**src/design/ahb_mem_pkg.sv**
```systemverilog
/*
 * Boot memory subsystem shared definitions
 * Bus widths, memory map, memory depths and the enumerated
 * transfer, response and error-sequence codes
 */
`default_nettype none

package ahb_mem_pkg;

    //////////////////////////////////////////////////
    // Bus widths
    localparam int AHB_DATA_WIDTH   = 64;
    localparam int AHB_ADDR_WIDTH   = 32;
    localparam int BYTE_OFFSET_BITS = 3;
    localparam int BYTE_LANES       = AHB_DATA_WIDTH / 8;

    //////////////////////////////////////////////////
    // Memory map
    // ROM is 32 doublewords, 256 bytes
    localparam logic [AHB_ADDR_WIDTH-1:0] ROM_BASE = 32'h0000_0000;
    localparam int ROM_DEPTH_WORDS = 32;
    localparam int ROM_ADDR_WIDTH  = 5;
    localparam int ROM_BYTE_BITS   = ROM_ADDR_WIDTH + BYTE_OFFSET_BITS;
    // Scratch SRAM is 512 doublewords, 4 KiB
    localparam logic [AHB_ADDR_WIDTH-1:0] SRAM_BASE = 32'h1000_0000;
    localparam int SRAM_DEPTH_WORDS = 512;
    localparam int SRAM_ADDR_WIDTH  = 9;
    localparam int SRAM_BYTE_BITS   = SRAM_ADDR_WIDTH + BYTE_OFFSET_BITS;

    // HSIZE encodings up to the bus width
    localparam logic [2:0] HSIZE_BYTE  = 3'b000;
    localparam logic [2:0] HSIZE_HALF  = 3'b001;
    localparam logic [2:0] HSIZE_WORD  = 3'b010;
    localparam logic [2:0] HSIZE_DWORD = 3'b011;

    // Data-phase owner codes used by the combiner
    localparam logic [1:0] OWNER_NONE = 2'd0;
    localparam logic [1:0] OWNER_ROM  = 2'd1;
    localparam logic [1:0] OWNER_SRAM = 2'd2;
    localparam logic [1:0] OWNER_DEF  = 2'd3;

    //////////////////////////////////////////////////
    // Enumerated codes
    typedef enum logic [1:0] {
        HTRANS_IDLE   = 2'b00,
        HTRANS_BUSY   = 2'b01,
        HTRANS_NONSEQ = 2'b10,
        HTRANS_SEQ    = 2'b11
    } htrans_e;

    typedef enum logic {
        HRESP_OKAY  = 1'b0,
        HRESP_ERROR = 1'b1
    } hresp_e;

    // Two-cycle ERROR response, ready low then high
    typedef enum logic [1:0] {
        ERR_NONE,
        ERR_FIRST,
        ERR_SECOND
    } err_seq_e;

endpackage

`default_nettype wire

```
**src/design/ahb_resp_combiner.sv**
```systemverilog
/*
 * AHB-Lite response combiner
 * Decodes the memory map into slave selects, tracks which slave owns
 * the data phase and muxes its read data and response back. Unmapped
 * addresses get the two-cycle ERROR from the built-in default slave
 */
`default_nettype none

module ahb_resp_combiner
    import ahb_mem_pkg::*;
(
    input  logic                      hclk,
    input  logic                      hreset_n,
    input  logic [AHB_ADDR_WIDTH-1:0] haddr_i,
    input  logic [1:0]                htrans_i,
    // Slave selects and shared ready
    output logic                      hsel_rom_o,
    output logic                      hsel_sram_o,
    output logic                      hready_o,
    // Slave responses
    input  logic [AHB_DATA_WIDTH-1:0] rom_hrdata_i,
    input  logic                      rom_hreadyout_i,
    input  logic                      rom_hresp_i,
    input  logic [AHB_DATA_WIDTH-1:0] sram_hrdata_i,
    input  logic                      sram_hreadyout_i,
    input  logic                      sram_hresp_i,
    // Combined response to the manager
    output logic [AHB_DATA_WIDTH-1:0] hrdata_o,
    output logic                      hreadyout_o,
    output logic                      hresp_o
);

//////////////////////////////////////////////////
// Address decode
logic       rom_hit;
logic       sram_hit;
logic       xfer_valid;
logic       def_accept;
logic [1:0] owner_q;
err_seq_e   def_err_q;
logic       def_hreadyout;
logic       def_hresp;

// Compare only the bits above each region's byte offset
assign rom_hit  = (haddr_i[AHB_ADDR_WIDTH-1:ROM_BYTE_BITS] ==
                   ROM_BASE[AHB_ADDR_WIDTH-1:ROM_BYTE_BITS]);
assign sram_hit = (haddr_i[AHB_ADDR_WIDTH-1:SRAM_BYTE_BITS] ==
                   SRAM_BASE[AHB_ADDR_WIDTH-1:SRAM_BYTE_BITS]);

assign hsel_rom_o  = rom_hit;
assign hsel_sram_o = sram_hit;

// BUSY behaves like IDLE
assign xfer_valid = (htrans_i == HTRANS_NONSEQ) || (htrans_i == HTRANS_SEQ);
assign def_accept = hready_o && xfer_valid && !rom_hit && !sram_hit;

//////////////////////////////////////////////////
// Data-phase owner
always_ff @(posedge hclk or negedge hreset_n) begin
    if (!hreset_n) begin
        owner_q <= OWNER_NONE;
    end else if (hready_o) begin
        if (!xfer_valid) begin
            owner_q <= OWNER_NONE;
        end else if (rom_hit) begin
            owner_q <= OWNER_ROM;
        end else if (sram_hit) begin
            owner_q <= OWNER_SRAM;
        end else begin
            owner_q <= OWNER_DEF;
        end
    end
end

// Default slave, ERROR for anything unmapped
always_ff @(posedge hclk or negedge hreset_n) begin
    if (!hreset_n) begin
        def_err_q <= ERR_NONE;
    end else if (def_err_q == ERR_FIRST) begin
        def_err_q <= ERR_SECOND;
    end else if (def_accept) begin
        def_err_q <= ERR_FIRST;
    end else begin
        def_err_q <= ERR_NONE;
    end
end

assign def_hreadyout = (def_err_q != ERR_FIRST);
assign def_hresp     = (def_err_q != ERR_NONE) ? HRESP_ERROR : HRESP_OKAY;

//////////////////////////////////////////////////
// Response mux
always_comb begin
    hrdata_o    = '0;
    hreadyout_o = 1'b1;
    hresp_o     = HRESP_OKAY;
    case (owner_q)
        OWNER_ROM: begin
            hrdata_o    = rom_hrdata_i;
            hreadyout_o = rom_hreadyout_i;
            hresp_o     = rom_hresp_i;
        end
        OWNER_SRAM: begin
            hrdata_o    = sram_hrdata_i;
            hreadyout_o = sram_hreadyout_i;
            hresp_o     = sram_hresp_i;
        end
        OWNER_DEF: begin
            hreadyout_o = def_hreadyout;
            hresp_o     = def_hresp;
        end
        default: ;
    endcase
end

// Ready fed back to every slave
assign hready_o = hreadyout_o;

// Regions must not overlap
a_sel_onehot: assert property (
    @(posedge hclk) disable iff (!hreset_n)
    $onehot0({hsel_rom_o, hsel_sram_o})
);

endmodule

`default_nettype wire

```
**config.mk**
```make
export PLATFORM = sky130hd
export DESIGN_NAME = ahb_resp_combiner
export DESIGN_NICKNAME = d
export VERILOG_FILES = /design/src/design/ahb_mem_pkg.sv /design/src/design/ahb_resp_combiner.sv
export SDC_FILE = /design/constraint.sdc
export NUM_CORES = 1
export LEC_CHECK = 0
export BUFFER_PORTS_ARGS = -buffer_cell sky130_fd_sc_hd__clkbuf_2
export CORE_AREA = 2 2 91 93
export CTS_CLUSTER_SIZE = 25
export DETAILED_ROUTE_END_ITERATION = 12
export DIE_AREA = 0 0 93 95
export SETUP_SLACK_MARGIN = 0.02
export SYNTH_ARGS = -nofsm -noshare
export SYNTH_HDL_FRONTEND = slang
export SYNTH_SLANG_ARGS = --single-unit
```
**constraint.sdc**
```tcl
create_clock -name hclk -period 3.6 [get_ports hclk]
set_input_delay 0.54 -clock hclk [delete_from_list [all_inputs] [get_ports hclk]]
set_output_delay 0.54 -clock hclk [all_outputs]
set_load 0.03 [all_outputs]
```
==> metrics.cfg <==
[timing]
fin_setup_tns_ns = 0
rsz0062_at_grt = false
holdWs_ns = 0.1214
hold_viol = 0
tightest_slew_ns = 0.7448
finClkSkew_ns = 0.002506
fmax_mhz = 377.4
post-route-period-util_pct = 73.60
drv_slew = 0
relSlewSlack_pct = 50.35
min_period_ns = 2.650
setup_violations = 0

[final_layout]
design_area_mm2 = 0.002565
final_nets = 572
syn_to_final_growth_pct = 97.50
layout-drive-gt1-share_pct = 60.30
fillers = 860
antenna_cells = 0

[yosys]
synth_top_cell_area_share_pct = 37.57
syn_area_per_cell_um2 = 7.020
ys_seq_area_share_pct = 7.707
synth_edf_count = 0
synth_common_cells = 65 x a22oi_1, 64 x nor2b_1, 9 x buf_2, 9 x clkbuf_1
async_flop_share_pct = 100.0
post-synth-top-count-cell = a22oi_1
synth_top_area_cell = a22oi_1
yosys-top-cells-area = a22oi_1 38%, nor2b_1 31%, dfrtp_1 7.7%
syn_area_mm2 = 0.001299
postSynthCellCount = 185
synth_fp_nets = 357
synth_warnings = 0
ys_ff_latch = 4
synth_cell_types = 23
ys.flop_type = dfrtp_1

[global_routing]
grt_start_max_net_pins = 45
grt_antenna_before_repair = 0
grt_pass1_vias = 1918
grt_pass1_wl_mm = 8.507
track_usage_pct = 11.71
gr-total-overflow = 0

[floorplanning]
io_pins = 237
die_area_mm2 = 0.008835
rows = 33
die_height_um = 95
die_w_um = 93
initial_core_util_pct = 16.38
core_area_mm2 = 0.007928

[clock_tree]
clockRootBuffer = clkbuf_8
cts.sinks = 4
clk_pin_slew_worst_paths_ns = 0.03
clk_path_buf_depth = 2
postCtsHoldBufs = 0
h-tree-depth = 1
cts_buffers = 3
cts_tree = done
ctsResizeCount = 0
clkLatencyLatePin_ns = 0.22
cts_setup_buffers = 0

[power]
p_leak_nw = 1.372
ir_drop_mv = 0.7450
powerDensity_mw_per_mm2 = 969.1

[placed_design]
dp_hpwl_mm = 5.148
place_area_mm2 = 0.002524
io_buffer_count = 227
gp_congestion = 0.7597

[worst_setup_path]
startpoint_type = flop
worst_ep_arrival_time_ns = 2.11
cp.required_ns = 3.06
critPathMaxFanout = 39
worstSetupPathType = flop to output pin
end_kind = output pin

[drt]
vias = 2265
routedWlPerCell_um = 12.23
drt-pass1-iter-count = 4
first_iter_violations = 56
postRouteAntennaNets = 0
wirelength_mm = 6.153
viasPerCell = 4.503
drc = 0

[run]
drv_cap = 0

[status]
outcome = finished clean

[worst_hold_path]
hold_class = input pin to async pin

==> per-layer routing <==
metal	vias to the layer above	share of wire [%]	routed length, µm	global-route usage [%]
li1	1116	-	-	-
met1	1006	39	2415	13.38
met2	134	52	3179	23.19
met3	9	8.2	502	1.596
met4	0	0.91	56	2.083
met5	-	0	0	0
==> critical path, stage by stage (launching register included) <==
cell	delay [ns]
dfrtp_1	0.36
inv_1	0.08
ha_1	0.77
buf_12	0.26
nor2b_1	0.17
clkbuf_2	0.22
==> sequential cells by signal, indices dropped and copies added (netlist names) <==
| register | count |
|---|---|
| def_err_q | 2 |
| owner_q | 2 |
==> cells by family after synthesis <==
kind of cell,after synthesis,synth area share (%)
adders and majority gates,4,3.854
and+or+nand+nor,80,39.31
buffers and inverters,26,8.670
DFF,4,7.707
AOI/OAI and AO/OA,71,40.46
==> power breakdown <==
part,switching (W),internal [W],leakage (nW)
clock,0.0000230,0.0000712,0.0216
combinational,0.00150,0.000816,1.30
sequential,0.0000129,0.0000668,0.0504
==> final timing paths <==
check / startpoint / end / slack (ns) / cells after the start
min in group hclk: def_err_q[0]$_DFF_PN0_ / def_err_q[1]$_DFF_PN0_ / 0.52 / 2
hold / removal: hreset_n / owner_q[0]$_DFFE_PN0P_ / 0.12 / 1
hold reg to reg: def_err_q[0]$_DFF_PN0_ / def_err_q[1]$_DFF_PN0_ / 0.52 / 2
setup reg to reg: owner_q[1]$_DFFE_PN0P_ / owner_q[1]$_DFFE_PN0P_ / 1.82 / 7
setup / recovery: owner_q[0]$_DFFE_PN0P_ / hrdata_o[35] / 0.95 / 5
max in group asynchronous: hreset_n / def_err_q[1]$_DFF_PN0_ / 3.35 / 1
==> through the flow <==
stage               power [W]  util (%)  worst slack, ns  std cells
finish               0.002486     32.35           0.9503        503
global route         0.002668     32.35           0.8222        503
CTS                  0.002511     32.35           0.9179        503
detailed placement   0.002409     31.83            1.165        500
global placement     0.002369     31.83            1.214        500
floorplan            0.001783         -            1.387        185
==> area by class of cell <==
| class | instances | area (µm²) | area share, % |
|---|---|---|---|
| timing repair buffer | 232 | 1186 | 46.24 |
| multi-input combinational | 155 | 1091 | 42.54 |
| tap | 105 | 131.4 | 5.122 |
| sequential | 4 | 100.1 | 3.902 |
| clock buffer | 3 | 41.29 | 1.610 |
| inverter | 4 | 15.01 | 0.5854 |
==> cell usage in the layout (no fill, tap or decap) <==
master and instances:
buf_4 4, nor4_4 1, clkbuf_2 227, nor4_1 4, inv_1 3, nor3_1 2, o21ai_0 1, nor2_1 2
nor4_2 1, dfrtp_1 4, nand4_1 1, ha_2 2, ha_1 2, nor2b_1 64, nand2_1 1, inv_2 1
nand2b_1 3, nand3_1 1, a22oi_1 65, o22ai_1 2, a221o_1 1, buf_12 1, clkbuf_8 3, a21oi_1 2
No activity file was read; power rests on OpenSTA's default activity.
